==> src/game_pkg.sv <==
package game_pkg;

    //------------------------------------------------------------
    // coordinates

    localparam int COORD_W = 8;

    // used for positions and for per-frame velocities alike
    typedef struct packed {
        logic signed [COORD_W-1:0] x;
        logic signed [COORD_W-1:0] y;
    } xy_t;

    //------------------------------------------------------------
    // playfield and sprite geometry

    localparam int SCREEN_W    = 64;
    localparam int SCREEN_H    = 48;
    localparam int SPRITE_SIZE = 8;

    localparam int SPRITE_X_MAX = SCREEN_W - SPRITE_SIZE;  // last x that keeps the sprite inside
    localparam int SPRITE_Y_MAX = SCREEN_H - SPRITE_SIZE;

    localparam xy_t TARGET_START_XY  = '{x: 0,  y: 8};
    localparam xy_t TARGET_DXY       = '{x: 1,  y: 0};
    localparam xy_t TORPEDO_START_XY = '{x: 32, y: 40};
    localparam xy_t TORPEDO_DXY      = '{x: 0,  y: -2};

    //------------------------------------------------------------
    // timing

    localparam int FRAME_CYCLES = 4;
    localparam int END_FRAMES   = 8;

    localparam int DIV_W   = $clog2(FRAME_CYCLES);
    localparam int FRAME_W = $clog2(END_FRAMES + 1);

    // a new start position needs one cycle to land in the sprite and one more
    // to pass through the registered collision check
    localparam int SETTLE_CYCLES = 2;

    //------------------------------------------------------------
    // round phases

    typedef enum logic [1:0] {
        PHASE_START = 2'd0,
        PHASE_AIM   = 2'd1,
        PHASE_SHOOT = 2'd2,
        PHASE_END   = 2'd3
    } game_phase_e;

endpackage

==> src/game_collision.sv <==
`timescale 1ns/1ps

module game_collision
    import game_pkg::*;
(
    input  logic clk,
    input  logic reset,

    input  xy_t  a_xy,
    input  xy_t  b_xy,

    output logic collision
);

    // one extra bit so the difference of two signed coordinates never wraps
    logic signed [COORD_W:0] dx;
    logic signed [COORD_W:0] dy;
    logic        [COORD_W:0] abs_dx;
    logic        [COORD_W:0] abs_dy;

    assign dx = a_xy.x - b_xy.x;
    assign dy = a_xy.y - b_xy.y;

    assign abs_dx = dx[COORD_W] ? -dx : dx;
    assign abs_dy = dy[COORD_W] ? -dy : dy;

    // boxes of equal size overlap when both centre distances are under one side
    always_ff @(posedge clk or posedge reset)
    begin
        if (reset)
            collision <= 1'b0;
        else
            collision <= (abs_dx < (COORD_W + 1)'(SPRITE_SIZE))
                      && (abs_dy < (COORD_W + 1)'(SPRITE_SIZE));
    end

endmodule

==> src/game_master_fsm.sv <==
`timescale 1ns/1ps

module game_master_fsm
    import game_pkg::*;
(
    input  logic        clk,
    input  logic        reset,

    input  logic        key,

    input  logic        target_within_screen,
    input  logic        torpedo_within_screen,
    input  logic        collision,
    input  logic        end_timer_running,

    output logic        target_write_xy,
    output logic        torpedo_write_xy,
    output logic        target_write_dxy,
    output logic        torpedo_write_dxy,
    output logic        target_enable_update,
    output logic        torpedo_enable_update,
    output logic        end_timer_start,
    output logic        game_won,

    output game_phase_e phase
);

    game_phase_e next_phase;

    logic next_target_write_xy;
    logic next_torpedo_write_xy;
    logic next_target_write_dxy;
    logic next_torpedo_write_dxy;
    logic next_target_enable_update;
    logic next_torpedo_enable_update;
    logic next_end_timer_start;
    logic next_game_won;

    logic [1:0] settle_cnt;
    logic       positions_fresh;
    logic       round_over;

    //------------------------------------------------------------
    // round end detection

    // the status inputs still describe the last round for a couple of cycles
    // after the start positions are written
    assign positions_fresh = (settle_cnt == 2'(SETTLE_CYCLES));

    assign round_over = positions_fresh
                     && (!target_within_screen || !torpedo_within_screen || collision);

    always_ff @(posedge clk or posedge reset)
    begin
        if (reset)
            settle_cnt <= '0;
        else if (phase == PHASE_START)
            settle_cnt <= '0;
        else if (!positions_fresh)
            settle_cnt <= settle_cnt + 1'b1;
    end

    //------------------------------------------------------------
    // next phase and next outputs

    always_comb
    begin
        next_phase                 = phase;
        next_target_write_xy       = 1'b0;
        next_torpedo_write_xy      = 1'b0;
        next_target_write_dxy      = 1'b0;
        next_torpedo_write_dxy     = 1'b0;
        next_target_enable_update  = 1'b0;
        next_torpedo_enable_update = 1'b0;
        next_end_timer_start       = 1'b0;
        next_game_won              = game_won;  // held until the next start

        case (phase)
            PHASE_START:
            begin
                next_target_write_xy  = 1'b1;
                next_torpedo_write_xy = 1'b1;
                next_target_write_dxy = 1'b1;  // the torpedo velocity is written only when fired
                next_game_won         = 1'b0;
                next_phase            = PHASE_AIM;
            end

            PHASE_AIM:
            begin
                next_target_enable_update = 1'b1;

                if (key)
                    next_phase = PHASE_SHOOT;
                else if (round_over)
                begin
                    next_end_timer_start = 1'b1;
                    next_phase           = PHASE_END;
                end
            end

            PHASE_SHOOT:
            begin
                next_torpedo_write_dxy     = 1'b1;
                next_target_enable_update  = 1'b1;
                next_torpedo_enable_update = 1'b1;

                if (collision && positions_fresh)
                    next_game_won = 1'b1;

                if (round_over)
                begin
                    next_end_timer_start = 1'b1;
                    next_phase           = PHASE_END;
                end
            end

            PHASE_END:
            begin
                if (collision)  // the registered overlap can trail the move into this phase
                    next_game_won = 1'b1;

                if (!end_timer_running)
                    next_phase = PHASE_START;
            end

            default:
                next_phase = PHASE_START;
        endcase
    end

    //------------------------------------------------------------
    // registered phase and outputs

    always_ff @(posedge clk or posedge reset)
    begin
        if (reset)
        begin
            phase                 <= PHASE_START;
            target_write_xy       <= 1'b0;
            torpedo_write_xy      <= 1'b0;
            target_write_dxy      <= 1'b0;
            torpedo_write_dxy     <= 1'b0;
            target_enable_update  <= 1'b0;
            torpedo_enable_update <= 1'b0;
            end_timer_start       <= 1'b0;
            game_won              <= 1'b0;
        end
        else
        begin
            phase                 <= next_phase;
            target_write_xy       <= next_target_write_xy;
            torpedo_write_xy      <= next_torpedo_write_xy;
            target_write_dxy      <= next_target_write_dxy;
            torpedo_write_dxy     <= next_torpedo_write_dxy;
            target_enable_update  <= next_target_enable_update;
            torpedo_enable_update <= next_torpedo_enable_update;
            end_timer_start       <= next_end_timer_start;
            game_won              <= next_game_won;
        end
    end

    // phases follow the round order and only aim may skip ahead to end
    a_phase_legal: assert property (
        @(posedge clk) disable iff (reset)
        !$isunknown(phase)
        && ((phase == $past(phase))
            || (phase == PHASE_AIM   && $past(phase) == PHASE_START)
            || (phase == PHASE_SHOOT && $past(phase) == PHASE_AIM)
            || (phase == PHASE_END   && $past(phase) != PHASE_START)
            || (phase == PHASE_START && $past(phase) == PHASE_END))
    );

    // a round starts the end timer with a single pulse
    a_timer_start_pulse: assert property (
        @(posedge clk) disable iff (reset) end_timer_start |=> !end_timer_start
    );

endmodule

==> src/game_sprite.sv <==
`timescale 1ns/1ps

module game_sprite
    import game_pkg::*;
(
    input  logic clk,
    input  logic reset,

    input  logic frame_tick,
    input  logic write_xy,
    input  logic write_dxy,
    input  logic enable_update,

    input  xy_t  start_xy,
    input  xy_t  start_dxy,

    output xy_t  xy,
    output logic within_screen
);

    xy_t dxy;  // velocity, added once per enabled frame

    logic step;

    assign step = enable_update && frame_tick;

    //------------------------------------------------------------
    // position and velocity

    always_ff @(posedge clk or posedge reset)
    begin
        if (reset)
        begin
            xy  <= '0;
            dxy <= '0;  // a sprite without a written velocity stays put
        end
        else
        begin
            if (write_xy)
                xy <= start_xy;
            else if (step)
            begin
                xy.x <= xy.x + dxy.x;
                xy.y <= xy.y + dxy.y;
            end

            if (write_dxy)
                dxy <= start_dxy;
        end
    end

    // both bounds inclusive on each axis
    assign within_screen = (xy.x >= 0) && (xy.x <= SPRITE_X_MAX)
                        && (xy.y >= 0) && (xy.y <= SPRITE_Y_MAX);

    // the controller places a sprite only while its motion is off, so a
    // write never races a frame step
    a_write_not_during_step: assert property (
        @(posedge clk) disable iff (reset) !(write_xy && step)
    );

endmodule

==> src/game_timing.sv <==
`timescale 1ns/1ps

module game_timing
    import game_pkg::*;
(
    input  logic clk,
    input  logic reset,

    input  logic end_timer_start,

    output logic frame_tick,
    output logic end_timer_running
);

    logic [DIV_W-1:0]   div;
    logic               div_wrap;
    logic [FRAME_W-1:0] frames_left;

    //------------------------------------------------------------
    // frame strobe

    assign div_wrap = (div == DIV_W'(FRAME_CYCLES - 1));

    always_ff @(posedge clk or posedge reset)
    begin
        if (reset)
        begin
            div        <= '0;
            frame_tick <= 1'b0;
        end
        else
        begin
            frame_tick <= div_wrap;  // registered, so the first tick lands FRAME_CYCLES after reset
            div        <= div_wrap ? '0 : div + 1'b1;
        end
    end

    //------------------------------------------------------------
    // end of game countdown

    always_ff @(posedge clk or posedge reset)
    begin
        if (reset)
            frames_left <= '0;
        else if (end_timer_start)
            frames_left <= FRAME_W'(END_FRAMES);
        else if (frame_tick && frames_left != '0)
            frames_left <= frames_left - 1'b1;
    end

    // start counts as running already, so the controller never sees a gap
    // between its own start pulse and the loaded count
    assign end_timer_running = end_timer_start || (frames_left != '0);

    a_start_when_idle: assert property (
        @(posedge clk) disable iff (reset) end_timer_start |-> (frames_left == '0)
    );

endmodule

==> src/game_top.sv <==
`timescale 1ns/1ps

module game_top
    import game_pkg::*;
(
    input  logic        clk,
    input  logic        reset,
    input  logic        key,

    output game_phase_e phase,
    output logic        game_won,
    output xy_t         target_xy,
    output xy_t         torpedo_xy
);

    logic frame_tick;
    logic end_timer_start;
    logic end_timer_running;
    logic collision;

    logic target_write_xy,      torpedo_write_xy;
    logic target_write_dxy,     torpedo_write_dxy;
    logic target_enable_update, torpedo_enable_update;
    logic target_within_screen, torpedo_within_screen;

    //------------------------------------------------------------
    // frame strobe and end timer

    game_timing timing
    (
        .clk               (clk),
        .reset             (reset),
        .end_timer_start   (end_timer_start),
        .frame_tick        (frame_tick),
        .end_timer_running (end_timer_running)
    );

    //------------------------------------------------------------
    // sprites

    game_sprite target_sprite
    (
        .clk           (clk),
        .reset         (reset),
        .frame_tick    (frame_tick),
        .write_xy      (target_write_xy),
        .write_dxy     (target_write_dxy),
        .enable_update (target_enable_update),
        .start_xy      (TARGET_START_XY),
        .start_dxy     (TARGET_DXY),
        .xy            (target_xy),
        .within_screen (target_within_screen)
    );

    game_sprite torpedo_sprite
    (
        .clk           (clk),
        .reset         (reset),
        .frame_tick    (frame_tick),
        .write_xy      (torpedo_write_xy),
        .write_dxy     (torpedo_write_dxy),
        .enable_update (torpedo_enable_update),
        .start_xy      (TORPEDO_START_XY),
        .start_dxy     (TORPEDO_DXY),
        .xy            (torpedo_xy),
        .within_screen (torpedo_within_screen)
    );

    game_collision collision_check
    (
        .clk       (clk),
        .reset     (reset),
        .a_xy      (target_xy),
        .b_xy      (torpedo_xy),
        .collision (collision)
    );

    //------------------------------------------------------------
    // round controller

    game_master_fsm master
    (
        .clk                   (clk),
        .reset                 (reset),
        .key                   (key),
        .target_within_screen  (target_within_screen),
        .torpedo_within_screen (torpedo_within_screen),
        .collision             (collision),
        .end_timer_running     (end_timer_running),
        .target_write_xy       (target_write_xy),
        .torpedo_write_xy      (torpedo_write_xy),
        .target_write_dxy      (target_write_dxy),
        .torpedo_write_dxy     (torpedo_write_dxy),
        .target_enable_update  (target_enable_update),
        .torpedo_enable_update (torpedo_enable_update),
        .end_timer_start       (end_timer_start),
        .game_won              (game_won),
        .phase                 (phase)
    );

endmodule

==> config.mk <==
export PLATFORM = sky130hd
export DESIGN_NAME = game_top
export DESIGN_NICKNAME = d
export VERILOG_FILES = /design/src/game_pkg.sv /design/src/game_collision.sv /design/src/game_master_fsm.sv /design/src/game_sprite.sv /design/src/game_timing.sv /design/src/game_top.sv
export SDC_FILE = /design/constraint.sdc
export NUM_CORES = 1
export LEC_CHECK = 0
export BUFFER_PORTS_ARGS = -buffer_cell sky130_fd_sc_hd__buf_4
export CORE_ASPECT_RATIO = 0.9
export CORE_UTILIZATION = 29
export CTS_CLUSTER_SIZE = 25
export DETAILED_ROUTE_END_ITERATION = 16
export GPL_ROUTABILITY_DRIVEN = 1
export SLEW_MARGIN = 15
export SYNTH_ARGS = -nofsm -noshare
export SYNTH_HDL_FRONTEND = slang
export SYNTH_SLANG_ARGS = --single-unit
==> constraint.sdc <==
create_clock -name clk -period 2.1 [get_ports clk]
set_clock_uncertainty 0.15 [all_clocks]
set_input_delay 0.21 -clock clk [delete_from_list [all_inputs] [get_ports clk]]
set_output_delay 0.21 -clock clk [all_outputs]
set_load 0.01 [all_outputs]
# ---- After elaboration in Yosys (flattened, before gate mapping)
# Index checks and enable logic that the tools add are counted.
dict set report word_totals {
  reg_bits 51
  latchBits 0
  in_bits 3
  output_inout_bits 35
  elab_cells 98
  romBits 0
  ram_bits 0
  n_memories 0
}
dict set report op_classes {
  n_addsub 9
  multipliers 0
  n_reduce_logical 27
  magnitude_cmp 10
  n_div 0
  mux 24
  eq_ne 11
  shift 0
  bitwise 0
}
# cell count
set ops {}
lappend ops {{16-bit 2-to-1 mux} 3}
lappend ops {{8-bit by 1-bit >= comparator with 1-bit output, second input constant} 4}
lappend ops {{8-bit by 7-bit less-or-equal comparator with 1-bit output, second input constant} 4}
lappend ops {{9-bit by 4-bit < comparator with 1-bit output, second input constant} 2}
lappend ops {{9-bit 2-to-1 mux} 2}
lappend ops {{9-bit negator} 2}
lappend ops {{8-bit by 8-bit subtractor with 9-bit output} 2}
lappend ops {{8-bit by 2-bit adder with 8-bit output} 2}
lappend ops {{1-bit logical AND} 12}
lappend ops {{2-bit 2-to-1 mux} 6}
lappend ops {{2-bit == test, second input constant} 4}
lappend ops {{4-bit 2-to-1 mux} 2}
lappend ops {{8-bit 2-to-1 mux} 1}
lappend ops {{2-bit one-hot mux with 4 select lines} 1}
lappend ops {{1-bit 2-to-1 mux} 7}
lappend ops {{2-bit by 1-bit inequality test with 1-bit output, second input constant} 3}
lappend ops {{2-bit inequality test, second input constant} 3}
lappend ops {{2-bit nonzero test} 3}
lappend ops {{2-bit by 1-bit adder with 2-bit output, second input constant} 2}
lappend ops {{2-bit AND reduction} 2}
lappend ops {{4-bit nonzero test} 1}
lappend ops {{4-bit by 1-bit subtractor with 4-bit output, second input constant} 1}
lappend ops {{1-bit logical OR} 3}
lappend ops {{1-bit one-hot mux with 3 select lines} 1}
lappend ops {{other kinds (7)} 8}

# ---- Depth between registers and ports, before layout
# Gate-level depths: netlist (run 1).
dict set report depth {
  word_depth 11
  depth_mapped 8
  depth_no_buf 7
}

# ---- Cells and area by module
# A second synthesis (run 1) with hierarchy kept.
dict set report unflattened {
  cells_unflattened 609
  area_unflattened_um2 5674.2
}
# mod area_per_inst_um2 n_inst cells_per_inst seq_area_each_um2
set by_module_without_submodules {}
lappend by_module_without_submodules {game_sprite 1969.4 2 203 800.8}
lappend by_module_without_submodules {game_collision 897.1 1 126 25.0}
lappend by_module_without_submodules {game_master_fsm 505.5 1 46 225.2}
lappend by_module_without_submodules {game_timing 325.3 1 29 175.2}
lappend by_module_without_submodules {game_top 7.5 1 2 0.0}

# ---- Worst setup path after synthesis (run 1)
# Ideal clock, no wire load.
dict set report synth_path {
  path_kind {reg2reg}
  startpoint {register torpedo_sprite.xy[3] (netlist name)}
  endpoint {register collision_check.collision}
  setup_ps 111
  n_path_buf 1
  path_stages_with_launch 9
  t_required_ps 1839
  t_arrival_ps 1934
  setup_slack_ps -95
  period_less_slack_ps 2195
  path_cell_list {dfrtp_1 -> inv_1 -> ha_1 -> buf_6 -> a21oi_1 -> nor3b_1 -> o21ai_0 -> a221o_1 -> a2111oi_2}
}
dict set report synth_between {
  elab_chain_cells 5
}
# element line
set synth_rtl {}
lappend synth_rtl {{start, declared} game_sprite.sv:17} ;# output xy_t xy,
lappend synth_rtl {{start signal, assigned} game_sprite.sv:40} ;# xy <= start_xy;
lappend synth_rtl {{8-bit by 8-bit subtractor with 9-bit output *} game_collision.sv:22} ;# assign dy = a_xy.y - b_xy.y;
lappend synth_rtl {{9-bit negator} game_collision.sv:25} ;# assign abs_dy = dy[COORD_W] ? -dy : dy;
lappend synth_rtl {{9-bit 2-to-1 mux *} game_collision.sv:25}
lappend synth_rtl {{9-bit by 4-bit < comparator with 1-bit output *} game_collision.sv:34} ;# && (abs_dy < (COORD_W + 1)'(SPRITE_SIZE));
lappend synth_rtl {{1-bit logical AND *} game_collision.sv:34}
lappend synth_rtl {{end signal, assigned} game_collision.sv:33} ;# collision <= (abs_dx < (COORD_W + 1)'(SPRITE_SIZE))
lappend synth_rtl {{end, declared} game_collision.sv:12} ;# output logic collision
# Mark *: on every way between the ends. The rest lies on a longest branch, timed or not.
# A chain may end at the register's enable or synchronous reset.

# ---- Worst setup path in the final report (run 1)
dict set report layout_path {
  startpoint {register torpedo_sprite.xy[1] (netlist name)}
  endpoint {register collision_check.collision}
}
# The elaborated chain is that of the path after synthesis.

==> results of run 1 <==
[cells in the final DEF, fill, tap and decap left out, types with 5 or more instances in the layout]
cell and instances:
nand3_1 7, clkbuf_8 7, buf_4 38, ha_1 19
nor3_1 12, nor2b_1 7, inv_1 14, nor3b_1 5
xor2_1 6, dfrtp_1 35, nor2_1 19, nand2_1 19
conb_1 17, xnor2_1 8, o21ai_0 8, a21oi_1 17
[tightest hold or removal path, cell delays in order]
cell and delay [ns]:
buf_4 0.08, nor3_1 0.04, a21oi_1 0.14
[how the worst max path moves through the flow]
stage,startpoint,end,cells after the start
2_1_floorplan,torpedo_sprite.xy[3],collision_check.collision,7
3_5_place_dp,torpedo_sprite.xy[1],torpedo_sprite.xy[7],7
5_1_grt,torpedo_sprite.xy[1],collision_check.collision,8
6_report,torpedo_sprite.xy[1],collision_check.collision,7
3_3_place_gp,torpedo_sprite.xy[1],torpedo_sprite.xy[7],7
4_1_cts,target_sprite.xy[3],collision_check.collision,6
[flip-flops by register name (all words and copies together), names as in the netlist, 2 cells and up]
register,flops
timing.frames_left,4
master.settle_cnt,2
master.phase,2
torpedo_sprite.xy,8
target_sprite.xy,9
timing.div,2
[routing by layer]
metal / track usage / share of wire / up-vias
met5: 0 / 0 / -
met3: 0.0289 / 0.034 / 11
met4: 0.0543 / 0.019 / 0
met2: 0.184 / 0.46 / 42
met1: 0.175 / 0.49 / 885
li1: - / - / 911
[power groups by stage]
stage	clock network [mW]	registers, mW	logic [mW]
floorplan	0	0.943	0.670
global placement	0	0.953	0.948
detailed placement	0	0.951	0.964
CTS	0.704	0.940	0.972
global route	0.727	0.965	1.13
finish	0.682	0.943	0.998
[metrics by stage]
step,std cells,TNS [ns],setup WS (ns),power (mW)
floorplan,264,-0.0673,-0.0673,1.61
global placement,377,0,0.0445,1.90
global route,386,-0.0210,-0.0210,2.82
finish,386,0,0.0864,2.62
CTS,386,0,0.00768,2.62
detailed placement,377,0,0.00567,1.92
[synthesized netlist by cell type, types with 2 or more instances]
cell / n / area share
a21oi_1: 19 / 0.041
conb_1: 2 / 0.0032
buf_4: 15 / 0.049
o211ai_1: 2 / 0.0065
o21ai_0: 9 / 0.019
or2_2: 3 / 0.0081
nor4b_1: 3 / 0.011
or3b_1: 2 / 0.0076
and3_1: 2 / 0.0054
xor2_1: 6 / 0.023
a21o_1: 2 / 0.0065
a211oi_1: 2 / 0.0065
inv_1: 14 / 0.023
ha_1: 21 / 0.11
nand4_1: 2 / 0.0054
nand3_1: 7 / 0.015
nor3b_1: 7 / 0.023
or3_1: 2 / 0.0054
nor2b_1: 7 / 0.019
nor2_1: 19 / 0.031
dfrtp_1: 36 / 0.39
xnor2_1: 8 / 0.030
clkbuf_1: 5 / 0.0081
nand2_1: 19 / 0.031
mux2i_1: 2 / 0.0086
nor3_1: 12 / 0.026
[cell families (layout without fill, tap and decap cells)]
group	after synthesis	in the layout	synth area share
AOI/OAI and AO/OA	46	46	0.132
xor gates and xnor gates	14	14	0.0529
muxes	2	2	0.00863
adders and majority gates	22	22	0.122
DFF	36	36	0.389
buffers and inverters	36	62	0.0858
other	2	17	0.00324
and+or+nand+nor	91	91	0.207
[layout make-up]
| class | count | area [sq um] | share of cell area |
|---|---|---|---|
| Inverter | 15 | 56.3 | 0.0200 |
| Timing Repair Buffer | 39 | 295 | 0.105 |
| Clock inverter | 1 | 30.0 | 0.0107 |
| Clock buffer | 7 | 96.3 | 0.0343 |
| Multi-Input combinational cell | 192 | 1310 | 0.466 |
| Sequential cell | 36 | 902 | 0.321 |
| Tap cell | 96 | 120 | 0.0427 |
[timing repair]
item / CTS / global route
pin swaps: 0 / 1
hold buffers: 1 / 0
resized for setup: 1 / 7
endpoints found under the hold margin: 36 / 0
endpoints found under the setup margin: 1 / 2
==> results_dict.tcl, run 1 <==
set metrics [dict create \
    outcome "finished clean" \
    required_ns 2.14 \
    setup_viol 0 \
    clkLatencyLatePin_ns 0.29 \
    power_density_nw_per_um2 933 \
    cts.path.max_buffers 2 \
    crit_fanout 4 \
    vias_per_cell 4.79 \
    reg2reg_slack_ns 0.09 \
    p_sw_uw 915 \
    min_period_ns 2.01 \
    wl_per_cell_um 12.5 \
    start_util 0.303 \
    fin_crit_sh 0.959 \
    die_area_sq_um 8360 \
    holdCritPathClass "primary input to flip-flop" \
    cts_tree "built" \
    place_area_sq_um 2640 \
    antenna_left 0 \
    worstPathCellList "inv_1, ha_1, a21oi_2, nor3b_2, o21ai_0, a221o_1, a2111oi_2" \
    path_class "flip-flop to flip-flop" \
    cts_inserted_buffers 5 \
    die_w_um 96.3 \
    cts_root_buf "clkbuf_8" \
    ys_seq_area_frac 0.389 \
    critical-path-max-stage-delay_ns 0.40 \
    coreArea_sq_um 7660 \
    grt_antenna_before_repair 0 \
    fin_hold_ws_ns 0.0678 \
    post_cts_buffers 0 \
    clk_transition_reported_paths_ns 0.08 \
    wirelength_um 4820 \
    synth_edf_count 0 \
    r2r_cells 7 \
    cp_slowest_cell "dfrtp_1" \
    htreeDepth 2 \
    via_count 1849 \
    ys.flop_type "dfrtp_1" \
    cp-end-kind "flip-flop" \
    drive_above_1_share 0.210 \
    combPwrFrac 0.380 \
    syn-cell-area_sq_um 2320 \
    crit_family "compound AO/OA/AOI/OAI gates" \
    synthDistinctLibCells 47 \
    ioPinCount 38 \
    ys_warn_count 0 \
    critPathBufInv 1 \
    hp-start "key" \
    stdcell_area_sq_um 2810 \
    async_reset_ff_frac 1.00 \
    synthCells 249 \
    ir_drop_mv 0.463 \
    numClockSinks 36 \
    hold_viol 0 \
    ys_seq_elements 36 \
    p_int_mw 1.71 \
    min_path_cells 3 \
    antennaDiodeCount 0 \
    grt_pass1_wl_um 7880 \
    die_h_um 86.8 \
    syn_avg_cell_area_sq_um 9.31 \
    firstDrtPassIters 4 \
    p_leak_nw 1.25 \
    grt_pass1_vias 1660 \
    rows 30 \
    grt-ovfl-total 0 \
    first_iter_violations 86 \
    arrival_ns 2.05 \
    grt_max_degree 37 \
    pwr-share-seq 0.359 \
    fillerInstances 769 \
    post-route-util 0.367 \
    switching_share 0.349 \
    cp-start-kind "flip-flop" \
    drcViolationCount 0 \
    track_usage 0.125 \
    gp_congestion 0.797 \
    area_delta_synth_final_pct 21.2 \
    max_cap_viol_count 0 \
    port_buffers 22 \
    pwr-share-clk 0.260 \
    timing.fmax_mhz 497 \
    final_max_slew_viol_count 0 \
    min_to "master.phase[1]" \
    r2r_end "collision_check.collision" \
    timing.rr.start "torpedo_sprite.xy[1]" \
    dp_hpwl_um 3520 \
    nNetsFinal 314 \
]
Note: power is estimated with default switching activity, not from simulation.
==> run 2, diff against run 1 <==
Settings changed: BUFFER_PORTS_ARGS -buffer_cell sky130_fd_sc_hd__buf_4 to -buffer_cell sky130_fd_sc_hd__buf_2.
==> run 2 against run 1 <==
Die area is the same. Maximum frequency decreased by 0.70%. Critical path depth down 2. Count of clock-buffer cells in the layout is the same. Wire length increased by 0.31%. Clock power fell by 29%. Design area down 2.0%. Critical path type unchanged. Critical endpoint unchanged. Largest cell class unchanged. Highest routed layer unchanged.
==> results_dict.tcl, run 2 (same netlist as run 1, synthesis figures left out) <==
set metrics [dict create \
    rows 30 \
    final_common_cell "dfrtp_1" \
    met2_usage 0.191 \
    cts_root_buf "clkbuf_8" \
    top_usage_layer "met2" \
    reg.largest.list "target_sprite.xy: 9 flops, torpedo_sprite.xy: 8 flops, timing.frames_left: 4 flops" \
    grt_max_degree 37 \
    cts_inserted_buffers 5 \
    grt_pass1_vias 1682 \
    r2r_end "collision_check.collision" \
    outcome "finished clean" \
    gr-usage-met1 0.182 \
    arrival_ns 2.06 \
    grt-ovfl-total 0 \
    numClockSinks 36 \
    via_count 1823 \
    nNetsFinal 315 \
    cts_tree "built" \
    worstSetupEndpoint "collision_check.collision" \
    place_area_sq_um 2590 \
    tns_ns 0 \
    firstDrtPassIters 4 \
    timing.rr.start "target_sprite.xy[3]" \
    post_cts_buffers 0 \
    largest_reg_flops 9 \
    r2r_cells 5 \
    worstSetupStartpoint "target_sprite.xy[3]" \
    rsz0062_at_grt "true" \
    clk_transition_reported_paths_ns 0.08 \
    area_delta_synth_final_pct 18.7 \
    stdcell_area_sq_um 2750 \
    switching_share 0.377 \
    min_period_ns 2.03 \
    fillerInstances 805 \
    hold_viol 0 \
    die_w_um 96.3 \
    post-route-util 0.359 \
    dp_hpwl_um 3610 \
    vias_per_cell 4.71 \
    wl_per_cell_um 12.5 \
    start_util 0.303 \
    grt_antenna_before_repair 0 \
    wirelength_um 4840 \
    die_h_um 86.8 \
    final_max_slew_viol_count 0 \
    antenna_left 0 \
    ir_drop_mv 0.399 \
    required_ns 2.13 \
    track_usage 0.127 \
    cp-end-kind "flip-flop" \
    p_sw_uw 924 \
    port_buffers 22 \
    p_leak_nw 1.23 \
    use_met3 0.0263 \
    pwr-share-seq 0.378 \
    die_area_sq_um 8360 \
    pwr-share-clk 0.198 \
    coreArea_sq_um 7660 \
    gp_congestion 0.793 \
    cp-start-kind "flip-flop" \
    htreeDepth 2 \
    combPwrFrac 0.424 \
    setup_viol 0 \
    cts.path.max_buffers 2 \
    holdCritPathClass "primary input to flip-flop" \
    first_iter_violations 78 \
    power_density_nw_per_um2 891 \
    drive_above_1_share 0.223 \
    reg2reg_slack_ns 0.07 \
    drcViolationCount 0 \
    clkLatencyLatePin_ns 0.29 \
    antennaDiodeCount 0 \
    path_class "flip-flop to flip-flop" \
    fin_crit_sh 0.966 \
    regMostFlops "target_sprite.xy" \
    max_cap_viol_count 0 \
    timing.fmax_mhz 493 \
    p_int_mw 1.53 \
    crit_fanout 3 \
    final_cell_mix "dfrtp_1 (36), buf_2 (22), nand2_1 (19), nor2_1 (19)" \
    grt_pass1_wl_um 8150 \
    ioPinCount 38 \
]
## run 2: power by group through the flow
stage / registers [mW] / clock network [mW] / logic (mW)
6_report: 0.927 / 0.486 / 1.04
3_5_place_dp: 0.941 / 0 / 0.965
2_1_floorplan: 0.943 / 0 / 0.670
4_1_cts: 0.927 / 0.503 / 0.986
3_3_place_gp: 0.937 / 0 / 0.950
5_1_grt: 0.947 / 0.542 / 1.17
## run 2: worst min-delay path by stage
stage / slack, ns / end / from / cells past startpoint
2_1_floorplan: 0.23 / collision_check.collision / reset / 1
3_3_place_gp: 0.20 / timing.div[1] / reset / 3
3_5_place_dp: 0.20 / timing.div[1] / reset / 3
4_1_cts: 0.08 / master.phase[1] / key / 3
5_1_grt: 0.09 / master.phase[1] / key / 3
6_report: 0.08 / master.phase[1] / key / 3
## run 2: metal layers
metal / wire length [um] / part of all wire
met3: 182 / 0.038
met2: 2180 / 0.45
met1: 2440 / 0.51
met5: 0 / 0
met4: 35 / 0.0072
## run 2: layout make-up
class,count,area (sq um),area share
Clock buffer,7,76.3,0.0277
Inverter,15,56.3,0.0205
Tap cell,96,120,0.0436
Sequential cell,36,901,0.327
Timing Repair Buffer,40,251,0.0914
Clock inverter,1,8.76,0.00318
Multi-Input combinational cell,192,1340,0.486
## run 2: repair_timing
item	CTS	global route
pin swaps	0	2
gates resized for setup	2	14
cloned	0	0
hold buffers	1	0
endpoints found under the hold margin	36	0
setup endpoints to repair	2	3
## run 2: critical path: stages, from the launching register on
cell and delay (ns):
dfrtp_1 0.42, ha_4 0.31, a31oi_4 0.09, or3b_1 0.35, a221o_1 0.31, a2111oi_2 0.29
## run 2: per-stage QoR
step	worst slack [ns]	cells	hold WS [ns]	total power, mW
after detailed placement	-0.0464	378	0.198	1.91
after CTS	0.0101	387	0.0831	2.42
after floorplan	-0.0673	264	0.227	1.61
after global placement	0.0423	378	0.196	1.89
after global routing	-0.00563	387	0.0940	2.66
final	0.0722	387	0.0829	2.45
==> run 3, diff against run 2 <==
Settings changed: ABC_AREA set to 1, BUFFER_PORTS_ARGS -buffer_cell sky130_fd_sc_hd__buf_2 to -buffer_cell sky130_fd_sc_hd__buf_4, CORE_MARGIN set to 1.
==> run 3 against run 2 <==
Final cell count up 12%. Count of clock-buffer cells in the layout unchanged. Combinational power down 18%. Total power up 0.15%. First-iteration DRC count up 1.3%. Synthesized cell count up 22%. Register-to-register slack better by 0.14 ns. Clock power up 39%. Design area about the same. Synthesized area up 1.4%.
==> results_dict.tcl, run 3 <==
set metrics [dict create \
    arrival_ns 1.93 \
    track_usage 0.124 \
    fillerInstances 800 \
    area_delta_synth_final_pct 17.0 \
    yosys-top-cells-area "dfrtp_1 (38%), ha_1 (11%), nand2_1 (10%)" \
    cts_inserted_buffers 5 \
    coreArea_sq_um 7690 \
    synth_compound_area_frac 0.111 \
    grt_pass1_vias 1808 \
    synth_top_family_by_area "simple AND/OR/NAND/NOR gates" \
    start_util 0.306 \
    p_leak_nw 1.44 \
    antenna_left 0 \
    gp_congestion 0.838 \
    multi_input_area_sq_um 1220 \
    fin_crit_sh 0.901 \
    reg2reg_slack_ns 0.21 \
    max_cap_viol_count 0 \
    ys_seq_area_frac 0.383 \
    drcViolationCount 0 \
    clk_transition_reported_paths_ns 0.08 \
    cp-end-kind "flip-flop" \
    switching_share 0.365 \
    synth_edf_count 0 \
    ys_warn_count 0 \
    rsz0062_at_grt "false" \
    worstSetupStartpoint "torpedo_sprite.dxy[1]" \
    antennaDiodeCount 0 \
    power_density_nw_per_um2 893 \
    pwr-share-clk 0.275 \
    ir_drop_mv 0.485 \
    p_int_mw 1.56 \
    worst_slew_pin_slew_ns 0.581 \
    stdcell_area_sq_um 2750 \
    grt-ovfl-total 0 \
    grt_max_degree 37 \
    combPwrFrac 0.348 \
    pwr-share-seq 0.377 \
    via_count 1973 \
    yosys.area_share.simple 0.252 \
    regArea_sq_um 901 \
    grt_antenna_before_repair 0 \
    tns_ns 0 \
    reg.largest.list "target_sprite.xy: 9 flops, torpedo_sprite.xy: 8 flops, timing.frames_left: 4 flops" \
    synth.most_common_cell "nand2_1" \
    cp_slowest_cell "fa_1" \
    rows 30 \
    yosys.area.top_type "dfrtp_1" \
    syn-cell-area_sq_um 2350 \
    cts_tree "built" \
    synthCells 303 \
    die_w_um 96.9 \
    slew_headroom 0.611 \
    nNetsFinal 362 \
    p_sw_uw 897 \
    fin_hold_ws_ns 0.105 \
    yosys.area_share.xor_xnor 0.00745 \
    first_iter_violations 79 \
    largest_reg_flops 9 \
    cp-start-kind "flip-flop" \
    worstSetupEndpoint "torpedo_sprite.xy[5]" \
    yosys.area.top_type_share 0.383 \
    synth_fa_ha_area_frac 0.120 \
    final_common_cell "nand2_1" \
    ioPinCount 38 \
    timing.rr.start "torpedo_sprite.dxy[1]" \
    async_reset_ff_frac 1.00 \
    timing.fmax_mhz 529 \
    syn_avg_cell_area_sq_um 7.76 \
    ys.flop_type "dfrtp_1" \
    ys_seq_elements 36 \
    drive_above_1_share 0.148 \
    final_max_slew_viol_count 0 \
    dp_hpwl_um 3740 \
    wirelength_um 4890 \
    worstPathCellList "ha_1, fa_1, nand3_1, a21oi_1, nand3b_1, o21ai_0, inv_1" \
    firstDrtPassIters 4 \
    r2r_end "torpedo_sprite.xy[5]" \
    cts_resized 0 \
    port_buffers 22 \
    wl_per_cell_um 11.3 \
    grt_pass1_wl_um 8400 \
    cts_root_buf "clkbuf_8" \
    vias_per_cell 4.55 \
    setup_viol 0 \
    final_cell_mix "nand2_1 (65), inv_1 (39), dfrtp_1 (36)" \
    htreeDepth 2 \
    clkLatencyLatePin_ns 0.29 \
    cts.path.max_buffers 2 \
    regMostFlops "target_sprite.xy" \
    r2r_cells 7 \
    min_period_ns 1.89 \
    die_h_um 87.4 \
    numClockSinks 36 \
    place_area_sq_um 2610 \
    required_ns 2.13 \
    hold_viol 0 \
    crit_fanout 5 \
    path_class "flip-flop to flip-flop" \
    critical-path-max-stage-delay_ns 0.46 \
    holdCritPathClass "primary input to flip-flop" \
    outcome "finished clean" \
    die_area_sq_um 8470 \
    synth_common_cells "nand2_1 (65), inv_1 (39), dfrtp_1 (36)" \
    synth.area.mux_share 0 \
    synthDistinctLibCells 31 \
]
-- run 3: worst max-delay path, delay by kind of cell, from the launching register on --
family,cells,cell delay [ns]
adder cells (fa/ha/maj),2,0.72
AND/OR/NAND/NOR,2,0.27
buffers and inverters,1,0.05
flip-flops,1,0.44
AO/OA/AOI/OAI,2,0.16
-- run 3: kinds of logic after synthesis --
logic type,Yosys count
AND/OR/NAND/NOR,132
buffers and inverters,62
AO/OA/AOI/OAI,47
flip-flops,36
adder cells (fa/ha/maj),22
XOR/XNOR,2
other,2
-- run 3: what timing repair did --
item / 4_1_cts / 5_1_grt
hold buffers: 1 / 0
buffers inserted: 0 / 0
hold endpoints to repair: 36 / 0
-- run 3: layout make-up --
cell class                      count  share of cell area
Multi-Input combinational cell    220               0.443
Sequential cell                    36               0.328
Timing Repair Buffer               28              0.0773
Inverter                           46              0.0628
Tap cell                           96              0.0437
Clock buffer                        7              0.0350
Clock inverter                      1              0.0109
-- run 3: metal layers --
layer / vias to the layer above / part of all wire / routed length (um) / track usage
li1: 1031 / - / - / -
met1: 903 / 0.52 / 2550 / 0.175
met2: 33 / 0.44 / 2130 / 0.194
met3: 6 / 0.033 / 163 / 0.0265
met4: 0 / 0.0092 / 45 / 0.0285
met5: - / 0 / 0 / 0
-- run 3: worst min path at each step --
stage                     cells after the start  start                   endpoint
final                                         5    key            master.phase[1]
after global routing                          5    key            master.phase[1]
after CTS                                     5    key            master.phase[1]
after detailed placement                      3  reset       master.settle_cnt[1]
after global placement                        3  reset       master.settle_cnt[1]
after floorplan                               1  reset  collision_check.collision
-- run 3: metrics by stage --
step           total power, mW  utilization  worst slack [ns]  instances
6_report                  2.46        0.357             0.208        434
5_1_grt                   2.67        0.357            0.0526        434
4_1_cts                   2.48        0.357             0.217        434
3_5_place_dp              1.80        0.340             0.227        425
3_3_place_gp              1.78        0.340             0.243        425
2_1_floorplan             1.58            -             0.263        318
-- run 3: power groups by stage --
stage | Clock (mW) | Sequential, mW | Combinational (mW)
finish | 0.675 | 0.927 | 0.855
global route | 0.716 | 0.948 | 1.01
CTS | 0.690 | 0.930 | 0.860
detailed placement | 0 | 0.943 | 0.853
global placement | 0 | 0.938 | 0.841
floorplan | 0 | 0.910 | 0.666
